**config.mk**
```make
export PLATFORM = sky130hd
export DESIGN_NAME = fetch_top
export DESIGN_NICKNAME = d
export VERILOG_FILES = /design/src/common/fetch_pkg.sv /design/src/icache/icache.sv /design/src/fetch_stage.sv /design/src/fetch_top.sv
export SDC_FILE = /design/constraint.sdc
export NUM_CORES = 2
export LEC_CHECK = 0
export BUFFER_PORTS_ARGS = -buffer_cell sky130_fd_sc_hd__buf_4
export CORE_ASPECT_RATIO = 1.4
export CORE_MARGIN = 8
export CORE_UTILIZATION = 60
export CTS_BUF_LIST = sky130_fd_sc_hd__clkbuf_4 sky130_fd_sc_hd__clkbuf_8
export CTS_CLUSTER_DIAMETER = 40
export DETAILED_ROUTE_END_ITERATION = 8
export PLACE_DENSITY = 0.77
export SKIP_CTS_REPAIR_TIMING = 1
export SLEW_MARGIN = 20
export SYNTH_ARGS = -nofsm -noshare
export SYNTH_HDL_FRONTEND = slang
export SYNTH_SLANG_ARGS = --single-unit
```
**constraint.sdc**
```tcl
create_clock -name clock -period 8.45 [get_ports clock]
set_input_delay 0.845 -clock clock [delete_from_list [all_inputs] [get_ports clock]]
set_output_delay 0.845 -clock clock [all_outputs]
set_load 0.005 [all_outputs]
```
**src/common/fetch_pkg.sv**
```systemverilog
`default_nettype none

package fetch_pkg;

    // address and pc width
    localparam int xlen = 32;

    // cache line geometry
    localparam int line_bytes  = 8;
    localparam int offset_bits = $clog2(line_bytes);   // byte offset, address bits 2:0

    // the cache tags only the low 64 KB of the address space
    localparam int addr_bits = 16;

    typedef logic [8*line_bytes-1:0] line_t;   // one cache line
    typedef logic [31:0]             inst_t;   // one instruction word

    // split-transaction bus tag, zero means no transaction or refused
    typedef logic [3:0] mem_tag_t;

    localparam mem_tag_t no_tag = '0;

    typedef enum logic [1:0] {
        bus_none = 2'b00,
        bus_load = 2'b01
    } bus_command_t;

    // first fetch address after reset
    localparam logic [xlen-1:0] reset_pc = 32'h0000_1000;

endpackage

`default_nettype wire

```
**src/icache/icache.sv**
```systemverilog
`timescale 1ns/10ps
`default_nettype none

module icache
    import fetch_pkg::*;
#(
    parameter int cache_lines = 32
) (
    input  logic            clock,
    input  logic            reset,
    input  logic            squash,

    input  logic [xlen-1:0] fetch_addr,
    output line_t           line,        // memory at fetch_addr, offset cleared
    output logic            line_valid,  // ... while this is high

    output bus_command_t    mem_command,
    output logic [xlen-1:0] mem_addr,
    input  mem_tag_t        mem_response,
    input  line_t           mem_data,
    input  mem_tag_t        mem_tag
);

    localparam int index_bits = $clog2(cache_lines);
    localparam int tag_bits   = addr_bits - offset_bits - index_bits;

    generate
        if (cache_lines < 2 || (cache_lines & (cache_lines - 1)) != 0) begin : g_bad_lines
            $error("icache: cache_lines must be a power of two, got %0d", cache_lines);
        end
    endgenerate

    // address split of the current fetch
    logic [index_bits-1:0] current_index;
    logic [tag_bits-1:0]   current_tag;

    // address seen in the previous cycle
    logic [index_bits-1:0] last_index;
    logic [tag_bits-1:0]   last_tag;

    mem_tag_t current_mem_tag;   // tag of the load in flight or zero
    logic     miss_outstanding;  // request still needs a tag from memory

    logic changed_addr;
    logic data_write_enable;
    logic unanswered_miss;
    logic fill;

    // cache storage
    line_t                  data [cache_lines];
    logic [tag_bits-1:0]    tags [cache_lines];
    logic [cache_lines-1:0] valids;

    assign current_index = fetch_addr[offset_bits +: index_bits];
    assign current_tag   = fetch_addr[addr_bits-1 -: tag_bits];

    // returning line belongs to our load
    assign data_write_enable = (current_mem_tag == mem_tag) && (current_mem_tag != no_tag);

    // a squash throws away whatever comes back in the same cycle
    assign fill = data_write_enable && !squash;

    assign changed_addr = (current_index != last_index) || (current_tag != last_tag);

    // new address misses, or the last request got refused
    always_comb begin
        if (changed_addr) begin
            unanswered_miss = !line_valid;
        end else begin
            unanswered_miss = miss_outstanding && (mem_response == no_tag);
        end
    end

    // request goes out one cycle after the address settles
    assign mem_command = (miss_outstanding && !changed_addr) ? bus_load : bus_none;
    assign mem_addr    = {fetch_addr[xlen-1:offset_bits], {offset_bits{1'b0}}};

    // hit path, purely combinational
    assign line       = valids[current_index] ? data[current_index] : '0;
    assign line_valid = valids[current_index] && (tags[current_index] == current_tag);

    always_ff @(posedge clock) begin
        if (reset || squash) begin
            // all ones so the next address always looks new
            last_index       <= '1;
            last_tag         <= '1;
            current_mem_tag  <= no_tag;
            miss_outstanding <= 1'b0;
        end else begin
            last_index       <= current_index;
            last_tag         <= current_tag;
            miss_outstanding <= unanswered_miss;

            if (miss_outstanding) begin
                current_mem_tag <= mem_response;   // zero again if refused
            end else if (changed_addr || data_write_enable) begin
                current_mem_tag <= no_tag;         // load done or abandoned
            end
        end
    end

    always_ff @(posedge clock) begin
        if (reset) begin
            valids <= '0;
        end else if (fill) begin
            valids[current_index] <= 1'b1;
        end
    end

    // line payload and tag
    always_ff @(posedge clock) begin
        if (fill) begin
            data[current_index] <= mem_data;
            tags[current_index] <= current_tag;
        end
    end

    // the request waits until the line address has held for a cycle
    a_no_load_on_change: assert property (
        @(posedge clock) disable iff (reset)
        (mem_command == bus_load) |-> $stable(mem_addr[addr_bits-1:offset_bits])
    ) else $error("icache: bus_load issued while the fetch address changed");

    // a fill only answers a load that memory already granted
    a_fill_has_tag: assert property (
        @(posedge clock) disable iff (reset)
        fill |-> !miss_outstanding
    ) else $error("icache: line filled while its request was still unanswered");

endmodule

`default_nettype wire

```
**src/fetch_stage.sv**
```systemverilog
`timescale 1ns/10ps
`default_nettype none

module fetch_stage
    import fetch_pkg::*;
(
    input  logic            clock,
    input  logic            reset,

    // back end control
    input  logic            redirect,
    input  logic [xlen-1:0] redirect_pc,
    input  logic            stall,

    // cache side
    input  line_t           line,
    input  logic            line_valid,
    output logic [xlen-1:0] fetch_addr,
    output logic            squash,

    // to decode
    output inst_t           inst,
    output logic [xlen-1:0] inst_pc,
    output logic            inst_valid
);

    localparam int inst_bits = $bits(inst_t);

    logic [xlen-1:0] pc;
    logic [xlen-1:0] next_pc;
    logic            advance;

    // redirect kills any miss in flight
    assign squash = redirect && !reset;

    assign fetch_addr = pc;

    // instruction being fetched is dropped on a redirect
    assign inst_valid = line_valid && !redirect;
    assign advance    = inst_valid && !stall;

    // little-endian word order, pc bit 2 picks the upper word
    assign inst    = pc[2] ? line[inst_bits +: inst_bits] : line[0 +: inst_bits];
    assign inst_pc = pc;

    always_comb begin
        next_pc = pc;   // hold on stall or miss
        if (redirect) begin
            next_pc = redirect_pc;
        end else if (advance) begin
            next_pc = pc + xlen'(4);
        end
    end

    always_ff @(posedge clock) begin
        if (reset) begin
            pc <= reset_pc;
        end else begin
            pc <= next_pc;
        end
    end

    a_pc_aligned: assert property (
        @(posedge clock) disable iff (reset)
        pc[1:0] == 2'b00
    ) else $error("fetch_stage: pc %h not word aligned", pc);

    // a stalled valid instruction must not move, including the cache line behind it
    a_stall_holds: assert property (
        @(posedge clock) disable iff (reset)
        (stall && inst_valid) |=> ($stable(inst_pc) && $stable(inst))
    ) else $error("fetch_stage: instruction changed under stall");

endmodule

`default_nettype wire

```
**src/fetch_top.sv**
```systemverilog
`timescale 1ns/10ps
`default_nettype none

module fetch_top
    import fetch_pkg::*;
#(
    parameter int cache_lines = 32
) (
    input  logic            clock,
    input  logic            reset,

    input  logic            redirect,
    input  logic [xlen-1:0] redirect_pc,
    input  logic            stall,

    output inst_t           inst,
    output logic [xlen-1:0] inst_pc,
    output logic            inst_valid,

    // split-transaction memory bus
    output bus_command_t    mem_command,
    output logic [xlen-1:0] mem_addr,
    input  mem_tag_t        mem_response,
    input  line_t           mem_data,
    input  mem_tag_t        mem_tag
);

    logic [xlen-1:0] fetch_addr;
    logic            squash;
    line_t           line;
    logic            line_valid;

    fetch_stage u_fetch_stage (
        .clock       (clock),
        .reset       (reset),
        .redirect    (redirect),
        .redirect_pc (redirect_pc),
        .stall       (stall),
        .line        (line),
        .line_valid  (line_valid),
        .fetch_addr  (fetch_addr),
        .squash      (squash),
        .inst        (inst),
        .inst_pc     (inst_pc),
        .inst_valid  (inst_valid)
    );

    icache #(
        .cache_lines (cache_lines)
    ) u_icache (
        .clock        (clock),
        .reset        (reset),
        .squash       (squash),
        .fetch_addr   (fetch_addr),
        .line         (line),
        .line_valid   (line_valid),
        .mem_command  (mem_command),
        .mem_addr     (mem_addr),
        .mem_response (mem_response),
        .mem_data     (mem_data),
        .mem_tag      (mem_tag)
    );

endmodule

`default_nettype wire

```
---- After elaboration in Yosys (flattened, before gate mapping) ----
Memories as Yosys holds them, arrays and structs flattened. A register that Yosys moved wholly into a read port is not among the register bits.
Cells that the tools add are included.
storage, ports and cells
  output and inout bits ................... 99
  bits in registers ....................... 82
  memories kept ........................... 2
  input bits .............................. 108
  RAM bits ................................ 2304
memories
  name           depth  width  rd ports  clocked after Yosys merged registers in  write ports  RTL line      RTL
  u_icache.data  32     64     1         1                                        1            icache.sv:50  line_t data [cache_lines];
  u_icache.tags  32     8      1         1                                        1            icache.sv:51  logic [tag_bits-1:0] tags [cache_lines];
cells by class
  bitwise operators ....................... 1
  multiplexer cells ....................... 18
  reductions and logical operators ........ 22
  $lt $le $gt $ge ......................... 2
  add/sub/neg operators ................... 1
  equality and inequality tests ........... 4
operators with widths
  kind                     number
  $mux W32                 3
  $mux W64                 1
  $add A32 B3 Y32 const B  1
  $or A32 B32 Y32          1
  $mux W5                  4
  $logic_and A1 B1 Y1      9
  $eq A8 B8 Y1             1
  $mux W4                  2
  $ne A8 B8 Y1             1
  $logic_not A1 Y1         6
  $lt A5 B6 Y1 const B     1
  $mux W1                  6
  $bmux W1 S5              1
  $demux W1 S5             1
  $ge A5 B1 Y1 const B     1
  $ne A5 B5 Y1             1
  $eq A4 B4 Y1             1
  $logic_not A4 Y1         1
  $reduce_bool A2 Y1       2
  $reduce_bool A4 Y1       1
  $logic_or A1 B1 Y1       3

---- Depth between registers and ports, before layout ----
  depth in word-level cells ............... 9
  depth in mapped cells ................... 15
  mapped depth without buffers ............ 8

---- Modules after synthesis ----
From an unflattened synthesis, not the netlist that was laid out.
second synthesis, totals
  cells, all modules ...................... 4365
  area, all modules ....................... 92670.1 µm²
by module, submodules not included
  module       cells an instance  instances  area an instance (µm²)
  icache       4028               1          89913.7
  fetch_stage  337                1          2756.4

---- Worst setup path before layout ----
Ideal clock, no wire load.
  path type ............................... in2reg
  start point ............................. input port mem_tag[0]
  end point ............................... memory u_icache.data[12][0] (netlist name), enable pin
  cell stages on the path ................. 6
  library setup time ...................... 0.504 ns
  setup slack ............................. 2.466 ns
  arrival time ............................ 5.479 ns
  cells stage by stage .................... or3_1 -> a2111oi_0 -> o21ai_0 -> or3_1 -> clkbuf_1 -> nor2_1
on the way
  longest elaborated chain between the ends .. 5
ends and longest elaborated chain
  item                           RTL line         RTL
  from (decl)                    fetch_top.sv:25  input mem_tag_t mem_tag
  $eq A4 B4 Y1                   icache.sv:58     assign data_write_enable = (current_mem_tag == mem_tag) && (current_mem_tag != no_tag);
  $logic_and A1 B1 Y1            icache.sv:58
  $logic_and A1 B1 Y1            icache.sv:61     assign fill = data_write_enable && !squash;
  $mux W1                        icache.sv:112    if (fill) begin
  $mux W1 (not written as such)  icache.sv:113    data[current_index] <= mem_data;
  to (decl)                      icache.sv:50
No other way between the ends.

==> results.cfg <==
[setup_path]
worst-endpoint-arrival_ps = 4810
timing.critical_path.to_type = primary output
worst-endpoint-required_ps = 7610
timing_worst_setup_path_type = register to primary output
crit_fanout = 114
timing.reg2reg.worst_path_depth = 9
timing.critical_path.from_type = register

[logic_synthesis]
synth_edf_count = 2304
synth.top_cells.by_count = edfxtp_1, mux4_2, nor2_1, clkbuf_1, dfxtp_1
synthArstFlopShare_pct = 0
yosysSeqAreaShare_pct = 76.8
syn-mean-instance-area_um2 = 23.3
synthesis.yosys.warnings = 0
yosys.area.top_type = edfxtp_1
syn-cell-area_um2 = 92300
synth_ff_type = edfxtp_1
postSynthCellCount = 3970
synth_seq_cells = 2391
netlist.area_leader.share_pct = 74.9
ys_top_cells_by_area = edfxtp_1, mux4_2, dfxtp_1, mux2i_1, nor2_1
synthMostInstantiatedCell = edfxtp_1
synth_cell_types = 75

[clocking]
tritoncts_num_sinks = 2391
cts_tree = yes
clock_tree.buffer_depth = 4
cts-htree-levels = 5
cts_made_buffers = 347
clock_insertion_delay_worst_skew_ps = 1030
clock_pin_slew_of_the_registers_on_the_worst_case_setup_and_hold_paths_ps = 70
clockRootBuffer = clkbuf_8

[floorplan]
die-width_um = 348
ios = 207
core-area_um2 = 153000
die_area_um2 = 167000
floorplan.initialDensity_pct = 60.3
dieHeight_um = 480
placement_rows = 170

[timing]
min_period_over_period_pct = 66.9
post-route-worst-setup-slack_ps = 2790
finalHoldViolCount = 0
fmax_mhz = 177
tightest_slew_ps = 1160
setup_viol = 0
final.min_clock_period_ps = 5660
setup_repair_after_global_routing_missed_its_margin = false
worst_slew_margin_rel_pct = 22.4
final.setup.tns_ps = 0
finClkSkew_ps = 49.7
count_of_final_max_slew_check_failures = 0

[grt]
initial_antenna_violation_count = 16
first_global_vias = 46092
largest_net_degree_at_the_start_of_global_routing = 116
grt_overflow_total = 0
grt_pass1_wl_um = 312000
track_usage_pct = 25.7

[pwr]
power_density_nw_per_um2 = 228
static-leakage-power_nw = 31.8
ir_drop_mv = 0.124

[detailed_routing]
wl_per_cell_um = 32.7
drtIter0Drc = 5538
drt-total-wl_um = 215000
post-route-drc-count = 0
drtPass1Iterations = 6
vias_per_cell = 6.77
vias = 44654
final_antenna_net_count = 0

[place]
detailed_place.area_um2 = 96300
dpl_worst_slack_ps = 3260
place.port_buffers = 202
place.gp.congestion = 0.799
hpwlAfterDp_um = 111000

[cells_and_area]
area_growth_pct = 11.3
nNetsFinal = 4482
final_layout_size_suffix_gt1_share_pct = 34.9
final_design_area_no_fill_um2 = 103000

[job]
max_cap_violations = 0

[worst_hold_path]
timing.hold.worst_path_depth = 3
worst_hold_path_type = primary input to register

[outcome]
status = finished, final reports clean
## registers in the layout (all words and copies together) (netlist names), named ones only
name and flops:
u_icache.data 2048, u_icache.tags 256, u_fetch_stage.fetch_addr 32, u_icache.valids 32
u_icache.last_tag 8, u_icache.last_index 5, u_icache.current_mem_tag 4, u_icache.miss_outstanding 1
## worst paths after layout
kind | start | to | slack [ps]
setup / recovery | register | inst[28] | 2790
hold / removal | redirect_pc[25] | u_fetch_stage.fetch_addr[25] | 50
setup reg to reg | register | u_fetch_stage.fetch_addr[18] | 3610
hold reg to reg | u_icache.valids[6] | u_icache.valids[6] | 470
## kinds of logic (layout without fill, tap and decap cells)
kind of cell    after synthesis  in the layout  share of synthesized area [%]
flops                      2391           2391                           76.8
xor+xnor                     20             20                          0.190
fa+ha+maj                     1              1                         0.0135
simple gates                382            382                           2.14
buf+inv                     270            903                           1.40
compound gates              126            126                           1.07
other cells                   1             11                        0.00406
mux                         779            779                           18.4
## power by group
| part | total, mW | internal (mW) | switching (mW) |
|---|---|---|---|
| Sequential | 13.1 | 13.0 | 0.0748 |
| Combinational | 1.66 | 0.796 | 0.863 |
| Clock | 8.67 | 4.55 | 4.12 |
| Total | 23.4 | 18.4 | 5.06 |
## metrics by stage
stage,power (mW),std cells,hold WS [ps],utilization (%)
after floorplan,14.4,3973,435,-
after global routing,24.1,6586,26.3,67.1
after global placement,15.0,6002,445,62.9
after CTS,23.6,6584,-31.5,67.1
after detailed placement,15.0,6002,456,62.9
final,23.4,6591,45.4,67.1
## placed cells by master, fill, tap and decap left out, types with 20 or more instances in the layout
cell and n:
nor2b_1 38, nor2_4 32, nor3_1 34, dfxtp_1 82, edfxtp_1 2304, clkinv_2 28
clkinv_1 73, clkbuf_8 365, mux2i_1 47, buf_4 293, a211o_1 21, mux4_2 727
clkbuf_4 104, nand2_1 65, nor2_1 83, o21ai_0 20
## cell type report
cell class                 count  area, µm²
antenna                        7       17.5
clock buffer                 469       5800
clock inverter               113        602
fill                        9127      50400
inverter                      16       62.6
multi-input combinational   1312      20400
sequential                  2391      70900
tap                         1978       2470
timing repair buffer         305       2440
## critical path, cell delays in order (launching register included)
cell and delay, ps:
dfxtp_4 870, buf_12 720, mux4_2 610, mux4_2 560, mux4_2 500, nor2b_1 230, buf_4 220
## metal layers
layer  track usage, %  share of wire (%)  wire length [µm]
met5                0              0.053               115
met4             7.40                2.6              5660
met3             6.04                9.7             20900
met2             42.2                 50            108000
met1             34.9                 37             80400
Note: power is estimated with default switching activity, not from simulation.
